--- config.mk ---
export PLATFORM = sky130hd
export DESIGN_NAME = intrCsrTop
export DESIGN_NICKNAME = d
export VERILOG_FILES = /design/src/intrCsrPkg.sv /design/src/csrAccessCtrl.sv /design/src/intrEnablePending.sv /design/src/intrDelegEnv.sv /design/src/intrSelect.sv /design/src/intrCsrTop.sv
export VERILOG_INCLUDE_DIRS = /design/src
export SDC_FILE = /design/constraint.sdc
export NUM_CORES = 1
export LEC_CHECK = 0
export ABC_AREA = 1
export BUFFER_PORTS_ARGS = -buffer_cell sky130_fd_sc_hd__buf_2
export CORE_UTILIZATION = 45
export DETAILED_ROUTE_END_ITERATION = 16
export GPL_TIMING_DRIVEN = 0
export MAX_ROUTING_LAYER = met4
export PLACE_DENSITY = 0.91
export SLEW_MARGIN = 10
export SYNTH_ARGS = -nofsm -noshare
export SYNTH_HDL_FRONTEND = slang
export SYNTH_SLANG_ARGS = --single-unit
--- constraint.sdc ---
create_clock -name clk -period 1.7 [get_ports clk]
set_input_delay 0.255 -clock clk [delete_from_list [all_inputs] [get_ports clk]]
set_output_delay 0.255 -clock clk [all_outputs]
set_load 0.03 [all_outputs]
--- src/intr_settings.svh ---
// Interrupt CSR settings
// Data width, CSR addresses, write masks and feature switches
`ifndef INTR_SETTINGS_SVH
`define INTR_SETTINGS_SVH

// Data width of the core
`define XLEN 32

// CSR addresses
`define ADR_MIE      12'h304
`define ADR_MIP      12'h344
`define ADR_SIE      12'h104
`define ADR_SIP      12'h144
`define ADR_MIDELEG  12'h303
`define ADR_MENVCFG  12'h30A

// Write masks over the 12 interrupt bits
// Only SEIP and SSIP stored in mip, STIP comes from the timer compare
`define MIP_WMASK      12'h202
`define MIE_WMASK      12'hAAA
`define MIDELEG_WMASK  12'h222
`define SIE_WMASK      12'h222
`define MACHINE_BITS   12'h888

// Feature switches
`define S_SUPPORTED     1
`define SSTC_SUPPORTED  1

`endif

--- src/intrCsrPkg.sv ---
// Interrupt CSR types
// Privilege and operation encodings, request and result structs
`include "intr_settings.svh"

package intrCsrPkg;

  // Current privilege of the hart
  typedef enum logic [1:0] {
    privUser    = 2'b00,
    privSuper   = 2'b01,
    privMachine = 2'b11
  } privMode;

  // CSR operation, none means idle
  typedef enum logic [1:0] {
    opNone  = 2'b00,
    opWrite = 2'b01,
    opSet   = 2'b10,
    opClear = 2'b11
  } csrOp;

  // Request from the execute stage
  typedef struct packed {
    csrOp              op;
    logic [11:0]       adr;
    logic [`XLEN-1:0]  wdata;
  } csrReq;

  // Raw interrupt sources
  typedef struct packed {
    logic mExt;
    logic sExt;
    logic mTimer;
    logic sTimer;
    logic mSw;
  } intrLines;

  // Interrupt to take; cause is the interrupt number
  typedef struct packed {
    logic        valid;
    logic        toSuper;
    logic [3:0]  cause;
  } trapReq;

  // Write strobes plus the value to store
  typedef struct packed {
    logic              mWriteMie;
    logic              mWriteMip;
    logic              sWriteSie;
    logic              sWriteSip;
    logic              writeDeleg;
    logic              writeEnv;
    logic [`XLEN-1:0]  wval;
  } csrWrite;

endpackage

--- src/csrAccessCtrl.sv ---
// CSR access control for the interrupt registers
// Decodes the request, checks privilege, builds the write value,
// raises one write strobe and muxes the read data
`timescale 1ns/100ps
`include "intr_settings.svh"

module csrAccessCtrl (
  input  logic                 clk,
  input  logic                 reset,
  input  intrCsrPkg::csrReq    req,
  input  intrCsrPkg::privMode  priv,
  input  logic [11:0]          mie,
  input  logic [11:0]          mip,
  input  logic [11:0]          mideleg,
  input  logic                 stce,
  output logic [`XLEN-1:0]     rdata,
  output logic                 illegal,
  output intrCsrPkg::csrWrite  wr
);
  import intrCsrPkg::*;

  logic [`XLEN-1:0]  oldVal;
  logic [`XLEN-1:0]  newVal;
  logic              known;
  logic              privLow;
  logic              active;
  logic              doWrite;

  ////////////////////////////////////////
  // Decode and read mux
  ////////////////////////////////////////

  // Supervisor views are the machine registers masked by delegation
  always_comb begin
    oldVal = '0;
    known  = 1'b1;
    case (req.adr)
      `ADR_MIE:     oldVal = {{(`XLEN-12){1'b0}}, mie};
      `ADR_MIP:     oldVal = {{(`XLEN-12){1'b0}}, mip};
      `ADR_SIE:     oldVal = {{(`XLEN-12){1'b0}}, mie & mideleg};
      `ADR_SIP:     oldVal = {{(`XLEN-12){1'b0}}, mip & mideleg};
      `ADR_MIDELEG: oldVal = {{(`XLEN-12){1'b0}}, mideleg};
      // STCE sits in the top bit of menvcfg
      `ADR_MENVCFG: oldVal = {stce, {(`XLEN-1){1'b0}}};
      default:      known  = 1'b0;
    endcase
  end

  // Address bits 9:8 give the lowest privilege allowed
  assign privLow = req.adr[9:8] > priv;
  assign active  = req.op != opNone;
  assign illegal = active & (~known | privLow);

  // Illegal accesses read as zero
  assign rdata = illegal ? '0 : oldVal;

  ////////////////////////////////////////
  // Write value and strobes
  ////////////////////////////////////////

  // Set and clear work on the value as seen at this address
  always_comb begin
    case (req.op)
      opSet:   newVal = oldVal | req.wdata;
      opClear: newVal = oldVal & ~req.wdata;
      default: newVal = req.wdata;
    endcase
  end

  // No CSR writes accepted while the core is held in reset
  assign doWrite = active & ~illegal & ~reset;

  always_comb begin
    wr      = '0;
    wr.wval = newVal;
    if (doWrite) begin
      case (req.adr)
        `ADR_MIE:     wr.mWriteMie  = 1'b1;
        `ADR_MIP:     wr.mWriteMip  = 1'b1;
        `ADR_SIE:     wr.sWriteSie  = 1'b1;
        `ADR_SIP:     wr.sWriteSip  = 1'b1;
        `ADR_MIDELEG: wr.writeDeleg = 1'b1;
        `ADR_MENVCFG: wr.writeEnv   = 1'b1;
        default:      ;
      endcase
    end
  end

endmodule

--- src/intrEnablePending.sv ---
// Interrupt enable and pending registers (mie, mip)
// Stores the writable pending bits and the enables under fixed masks,
// and merges in the hard-wired interrupt lines
`timescale 1ns/100ps
`include "intr_settings.svh"

module intrEnablePending (
  input  logic                 clk,
  input  logic                 reset,
  input  intrCsrPkg::csrWrite  wr,
  input  logic [11:0]          mideleg,
  input  logic                 stce,
  input  intrCsrPkg::intrLines lines,
  output logic [11:0]          mie,
  output logic [11:0]          mip
);

  logic [11:0]  mipStored;
  logic [11:0]  sipWMask;
  logic [11:0]  sieWMask;
  logic         stip;

  ////////////////////////////////////////
  // Write masks
  ////////////////////////////////////////

  // Only SSIP is writable through sip, and only when delegated
  assign sipWMask = 12'h002 & mideleg;
  // sie reaches the supervisor enables that are delegated
  assign sieWMask = `SIE_WMASK & mideleg;

  ////////////////////////////////////////
  // Stored pending bits
  ////////////////////////////////////////

  always_ff @(posedge clk) begin
    if (reset) begin
      mipStored <= '0;
    end else if (wr.mWriteMip) begin
      mipStored <= wr.wval[11:0] & `MIP_WMASK;
    end else if (wr.sWriteSip) begin
      // Bits outside the sip view keep their value
      mipStored <= (wr.wval[11:0] & sipWMask) | (mipStored & ~sipWMask);
    end
  end

  ////////////////////////////////////////
  // Enables
  ////////////////////////////////////////

  always_ff @(posedge clk) begin
    if (reset) begin
      mie <= '0;
    end else if (wr.mWriteMie) begin
      mie <= wr.wval[11:0] & `MIE_WMASK;
    end else if (wr.sWriteSie) begin
      // Machine bits and undelegated supervisor bits stay put
      mie <= (wr.wval[11:0] & sieWMask) |
             (mie & (`MACHINE_BITS | (`SIE_WMASK & ~mideleg)));
    end
  end

  // STIP follows the timer compare when STCE is on
  assign stip = ((`SSTC_SUPPORTED != 0) && stce) ? lines.sTimer : mipStored[5];

  // Pending view, even bits are hard zero
  assign mip = {lines.mExt,   1'b0, lines.sExt | mipStored[9], 1'b0,
                lines.mTimer, 1'b0, stip,                      1'b0,
                lines.mSw,    1'b0, mipStored[1],              1'b0};

endmodule

--- src/intrDelegEnv.sv ---
// Interrupt delegation and timer-compare enable
// Holds mideleg and the STCE bit of menvcfg
`timescale 1ns/100ps
`include "intr_settings.svh"

module intrDelegEnv (
  input  logic                 clk,
  input  logic                 reset,
  input  intrCsrPkg::csrWrite  wr,
  output logic [11:0]          mideleg,
  output logic                 stce
);

  logic [11:0]  delegMask;

  // Only supervisor interrupts can be delegated
  assign delegMask = (`S_SUPPORTED != 0) ? `MIDELEG_WMASK : 12'h000;

  // Delegation register
  always_ff @(posedge clk) begin
    if (reset) begin
      mideleg <= '0;
    end else if (wr.writeDeleg) begin
      mideleg <= wr.wval[11:0] & delegMask;
    end
  end

  // STCE is the top bit of menvcfg
  always_ff @(posedge clk) begin
    if (reset) begin
      stce <= 1'b0;
    end else if (wr.writeEnv) begin
      stce <= wr.wval[`XLEN-1];
    end
  end

endmodule

--- src/intrSelect.sv ---
// Interrupt selection
// Routes ready interrupts by delegation and privilege and picks
// one by the fixed priority order
`timescale 1ns/100ps

module intrSelect (
  input  logic [11:0]          mie,
  input  logic [11:0]          mip,
  input  logic [11:0]          mideleg,
  input  intrCsrPkg::privMode  priv,
  input  logic                 mstatusMie,
  input  logic                 mstatusSie,
  output intrCsrPkg::trapReq   trap
);
  import intrCsrPkg::*;

  logic [11:0]  ready;
  logic [11:0]  taken;
  logic         mEnable;
  logic         sEnable;

  // Pending and enabled
  assign ready = mip & mie;

  // Machine interrupts always taken below machine mode
  assign mEnable = (priv != privMachine) | mstatusMie;
  // Delegated ones never reach machine mode
  assign sEnable = (priv == privUser) | ((priv == privSuper) & mstatusSie);

  assign taken = ready & ((~mideleg & {12{mEnable}}) |
                          (mideleg & {12{sEnable}}));

  ////////////////////////////////////////
  // Priority pick
  ////////////////////////////////////////

  // Order: MEI, MSI, MTI, SEI, SSI, STI
  always_comb begin
    trap       = '0;
    trap.valid = |taken;
    if (taken[11]) begin
      trap.cause = 4'd11;
    end else if (taken[3]) begin
      trap.cause = 4'd3;
    end else if (taken[7]) begin
      trap.cause = 4'd7;
    end else if (taken[9]) begin
      trap.cause = 4'd9;
    end else if (taken[1]) begin
      trap.cause = 4'd1;
    end else begin
      // Also the idle value, so cause stays a legal number
      trap.cause = 4'd5;
    end
    trap.toSuper = trap.valid & mideleg[trap.cause];
  end

endmodule

--- src/intrCsrTop.sv ---
// Interrupt CSR block top level
// Access control in front of the enable/pending and delegation
// registers, with the interrupt selector behind them
`timescale 1ns/100ps
`include "intr_settings.svh"

module intrCsrTop (
  input  logic                 clk,
  input  logic                 reset,
  input  intrCsrPkg::csrReq    req,
  input  intrCsrPkg::privMode  priv,
  input  intrCsrPkg::intrLines lines,
  input  logic                 mstatusMie,
  input  logic                 mstatusSie,
  output logic [`XLEN-1:0]     rdata,
  output logic                 illegal,
  output intrCsrPkg::trapReq   trap
);
  import intrCsrPkg::*;

  csrWrite      wr;
  logic [11:0]  mie;
  logic [11:0]  mip;
  logic [11:0]  mideleg;
  logic         stce;

  // Request decode and read data
  csrAccessCtrl accessCtrl (.clk(clk), .reset(reset), .req(req), .priv(priv),
    .mie(mie), .mip(mip), .mideleg(mideleg), .stce(stce),
    .rdata(rdata), .illegal(illegal), .wr(wr));

  // mie and mip storage
  intrEnablePending enablePending (.clk(clk), .reset(reset), .wr(wr),
    .mideleg(mideleg), .stce(stce), .lines(lines), .mie(mie), .mip(mip));

  // mideleg and STCE
  intrDelegEnv delegEnv (.clk(clk), .reset(reset), .wr(wr),
    .mideleg(mideleg), .stce(stce));

  // Interrupt routing and priority
  intrSelect select (.mie(mie), .mip(mip), .mideleg(mideleg), .priv(priv),
    .mstatusMie(mstatusMie), .mstatusSie(mstatusSie), .trap(trap));

endmodule

# [Word level (Yosys, flattened, before mapping)]
# Index checks and enable logic that the tools add are counted.
[op_classes] n_lt_le_gt_ge=2 eq_ne=10 n_mux=23 bitwise=30 n_reduce_logical=8
[ops] cell="$pmux W32 S6" count=1
[ops] cell="$pmux W32 S2" count=1
[ops] cell="$and A12 B12 Y12" count=5
[ops] cell="$eq A12 B10 Y1 const B" count=4
[ops] cell="$and A12 B10 Y12" count=3
[ops] cell="$or A12 B12 Y12" count=3
[ops] cell="$and A32 B32 Y32" count=1
[ops] cell="$mux W32" count=1
[ops] cell="$not A32 Y32" count=1
[ops] cell="$or A32 B32 Y32" count=1
[ops] cell="$eq A12 B9 Y1 const B" count=2
[ops] cell="$mux W12" count=2
[ops] cell="$mux W10" count=2
[ops] cell="$mux W4" count=4
[ops] cell="$and A10 B12 Y12" count=1
[ops] cell="$and A12 B2 Y12" count=1
[ops] cell="$not A10 Y12" count=1
[ops] cell="$not A2 Y12" count=1
[ops] cell="$reduce_or A12 Y1" count=1
[ops] cell="$mux W1" count=9
[ops] cell="$mux W6" count=1
[ops] cell="$reduce_bool A2 Y1" count=3
[ops] cell="$reduce_or A6 Y1" count=1
[ops] cell="$and A1 B1 Y1" count=5
[ops] cell="other kinds (11)" count=18
[totals] register_bits=28 out_inout_bits=39 elab_cells=79

# [Logic depth before layout (Yosys ltp)]
[depth] ltp_word=14 ltp_mapped=13

# [Modules after synthesis]
# A second synthesis with hierarchy kept.
[hier_totals] hier_cells=553 hier_area_um2=3010.4
[modules_own_cells] module="csrAccessCtrl" instances=1 cells_per_inst=358 area_per_inst_um2=1806.7 seq_area_each_um2=0.0
[modules_own_cells] module="intrSelect" instances=1 cells_per_inst=92 area_per_inst_um2=506.7 seq_area_each_um2=0.0
[modules_own_cells] module="intrEnablePending" instances=1 cells_per_inst=68 area_per_inst_um2=466.7 seq_area_each_um2=160.2
[modules_own_cells] module="intrDelegEnv" instances=1 cells_per_inst=35 area_per_inst_um2=230.2 seq_area_each_um2=80.1

# [Worst setup path before layout]
# Ideal clock, no wire load.
[synth_timing] kind="input-to-output" startpoint="input port priv[1]" endpoint="output port rdata[1]" arrival_ns=1.976 t_required_ns=1.445 setup_slack_ns=-0.531 stages=7 n_path_buf=0 path_cell_list="inv_1 ha_1 inv_1 nor2_1 o21ai_4 a21oi_1 a21oi_1"
[synth_via] elab_chain_len=4
[synth_lines] element="from (decl)" line="intrCsrTop.sv:11" rtl="input intrCsrPkg::privMode priv,"
[synth_lines] element="$gt A2 B2 Y1" line="csrAccessCtrl.sv:50" rtl="assign privLow = req.adr[9:8] > priv;"
[synth_lines] element="$or A1 B1 Y1" line="csrAccessCtrl.sv:52" rtl="assign illegal = active & (~known | privLow);"
[synth_lines] element="$and A1 B1 Y1" line="csrAccessCtrl.sv:52"
[synth_lines] element="net illegal" line="intrCsrTop.sv:16" rtl="output logic illegal,"
[synth_lines] element="$mux W32" line="csrAccessCtrl.sv:55" rtl="assign rdata = illegal ? '0 : oldVal;"
[synth_lines] element="to (decl)" line="intrCsrTop.sv:15" rtl="output logic [`XLEN-1:0] rdata,"
# The timed path passes the listed nets, and every way through them passes these cells.

==> run_results.csv <==
group,metric,value,unit
outcome,status,"finished, violations left",
outcome,violations,"setup timing",
floorplan,rows,21,
worst_setup_path,critPathMaxFanout,6,
logic_synthesis,ys_top_cells_by_count,"52 x nand2_1, 47 x nor2_1, 42 x inv_1, 26 x buf_4, 15 x a21oi_1",
clocking,clk_pin_slew,0.06,ns
cells_and_area,area_growth,57.9,%
sta,timing.hold.ws,0.340,ns
place,hpwl,3310,um
logic_synthesis,yosys.area.top_type_share,14.4,%
cells_and_area,seq_area,250,um^2
sta,max_freq,0.519,GHz
pwr,total_power,0.992,mW
pwr,combPwrFrac,39.0,%
worst_setup_path,crit_required,1.44,ns
place,dp.cells,391,
place,place_congestion,0.934,
grt,grt_pass1_wl,8660,um
sta,setup_violations,11,
floorplan,start_util,48.5,%
place,portBuffers,44,
clocking,numCtsBuffers,3,
pwr,p_sw,0.358,mW
logic_synthesis,synthTopCellsByArea,"dfxtp_1 14%, buf_4 12%, nand2_1 12%",
grt,grt_util_all_layers,28.6,%
sta,finalCritPeriodShare,113,%
detailed_routing,drt_iter0_markers,261,
detailed_routing,vias,2177,
clocking,cts.sinks,12,
detailed_routing,ant_nets,0,
clocking,hold_buffers,0,
clocking,clockBufferDepth,2,
clocking,worstSkewPairLatency,0.25,ns
sta,period_minus_slack,1.93,ns
grt,antenna_found_initial,0,
clocking,cts_tree,"yes",
floorplan,dieArea,3960,um^2
logic_synthesis,synth_cells,277,
worst_setup_path,cpMostUsedCell,"nand2_1",
cells_and_area,multiInputGateArea,1320,um^2
sta,hold_violations,0,
sta,slew_viol_final,0,
worst_setup_path,critPathMaxStageDelay,0.37,ns
cells_and_area,drive_gt1_share,46.2,%
clocking,cts_max_level,1,
cells_and_area,layout.cells.non_filler,416,
min_path,hold_depth,3,
logic_synthesis,yosysMostFrequentCell,"nand2_1",
detailed_routing,avgRoutedWirePerCell,14.7,um
worst_setup_path,path_cells,"inv_2, a21oi_1, nand2_1, nand2_1, nand2_1, nand3_2, inv_2, nand2_1, nand3b_1, nor2_4, buf_6",
logic_synthesis,ys_seq_area_share,14.4,%
worst_setup_path,critPathCaptureType,"output port",
grt,overflow,0,
pwr,power_frac_clock,33.0,%
run,cap_viol_max_count,0,
pwr,seqPwrFrac,28.0,%
detailed_routing,vias_per_cell,5.23,
pwr,ir_drop,0.303,mV
worst_setup_path,path_class,"register to output port",
min_path,hold_class,"input pin to register",
detailed_routing,first_pass_iters,5,
grt,first_global_vias,1928,
worst_setup_path,r2r_cells,10,
floorplan,die_h,62.9,um
sta,final.setup.worst_slack,-0.225,ns
cells_and_area,design_area,2640,um^2
pwr,p_sw_share,36.1,%
pwr,p_leak,1.40,nW
logic_synthesis,synth_largest_area_cell,"dfxtp_1",
floorplan,core_area,3440,um^2
logic_synthesis,synth_edf_count,0,
sta,clock_skew,0.000429,ns
cells_and_area,nets,430,
pwr,p_per_area,376,nW/um^2
place,placed_cell_area,2080,um^2
worst_setup_path,slowest_stage,"dfxtp_4",
cells_and_area,n_antenna_cell,0,
floorplan,die_x,62.9,um
logic_synthesis,ys.flop_type,"dfxtp_1",
logic_synthesis,synth_cell_type_count,32,
cells_and_area,final_core_util,76.6,%
pwr,intPower,0.634,mW
logic_synthesis,synth_area,1670,um^2
grt,grt_max_degree,11,
worst_setup_path,critPathArrivalTime,1.67,ns
logic_synthesis,synthArstFlopShare,0,%
detailed_routing,drc,0,
logic_synthesis,syn-mean-instance-area,6.03,um^2
logic_synthesis,yosys_warnings,0,
sta,rsz0062_at_grt,"true",
clocking,root_buffer,"clkbuf_8",
worst_setup_path,startpoint_type,"register",
detailed_routing,postRouteWirelength,6110,um
cells_and_area,fillerInstances,213,
floorplan,io-pin-count,96,
logic_synthesis,synth-seq-cells,12,
cell families (layout without fill, tap and decap cells):
kind of cell | count (synthesis) | in the layout | synth area share [%]
adder cells (fa/ha/maj) | 2 | 2 | 1.50
other | 2 | 26 | 0.450
AND/OR/NAND/NOR | 146 | 146 | 47.2
AO/OA/AOI/OAI | 37 | 37 | 13.1
flip-flops | 12 | 12 | 14.4
buffers and inverters | 78 | 147 | 23.4
placed cells by master (no fill, tap or decap), types with 5 or more instances in the layout:
cell type,count
inv_2,12
nand2_1,49
nor2_2,8
nand2_4,7
o21ai_0,5
dfxtp_1,8
nand2_2,5
buf_6,21
nor2_4,7
buf_2,24
o21ai_1,5
buf_4,42
nor2_1,37
inv_4,6
nand3_4,5
a21oi_1,10
conb_1,26
inv_1,33
nand3_1,9
power groups by stage:
stage | Clock [mW] | Combinational, mW | Sequential (mW)
after global routing | 0.335 | 0.406 | 0.278
after CTS | 0.324 | 0.359 | 0.280
after global placement | 0 | 0.287 | 0.287
after detailed placement | 0 | 0.290 | 0.287
final | 0.327 | 0.387 | 0.278
after floorplan | 0 | 0.227 | 0.287
through the flow:
stage / worst slack (ns) / setup TNS (ns)
after CTS: -0.149 / -0.338
final: -0.225 / -1.07
after global routing: -0.329 / -2.42
after detailed placement: -0.259 / -1.99
after floorplan: -0.0714 / -0.340
after global placement: -0.230 / -1.70
layout make-up:
class                           count  share of cell area [%]
Multi-Input combinational cell    211                    50.1
Timing Repair Buffer               65                    20.7
Sequential cell                    12                    9.49
Inverter                           52                    7.97
Buffer                             26                    7.40
Tap cell                           46                    2.18
Clock buffer                        4                    2.09
critical path, delay by kind of cell (launching register included):
| kind | cells | cell delay [ns] |
|---|---|---|
| AND/OR/NAND/NOR | 7 | 0.63 |
| AO/OA/AOI/OAI | 1 | 0.18 |
| flip-flops | 1 | 0.37 |
| buffers and inverters | 3 | 0.24 |
what timing repair did:
action,4_1_cts,5_1_grt
setup buffers,15,6
gates resized for setup,71,20
setup endpoints to repair,11,13
pin swaps,23,6
final timing paths:
path | endpoint | slack, ns | from
worst min register to register | register | 0.49 | register
worst min-delay path | delegEnv.mideleg[9] | 0.34 | reset
worst max-delay path | trap[4] | -0.23 | delegEnv.mideleg[1]
worst max register to register | register | 0.20 | delegEnv.mideleg[1]
per-layer routing:
layer  track usage, %  vias up  part of all wire (%)
li1                 -     1003                     -
met1             31.2      984                    36
met2             48.9      151                    49
met3             4.20       39                   9.4
met4             16.3        0                   4.9
met5                -        -                     0
(Power assumes the default switching activity.)
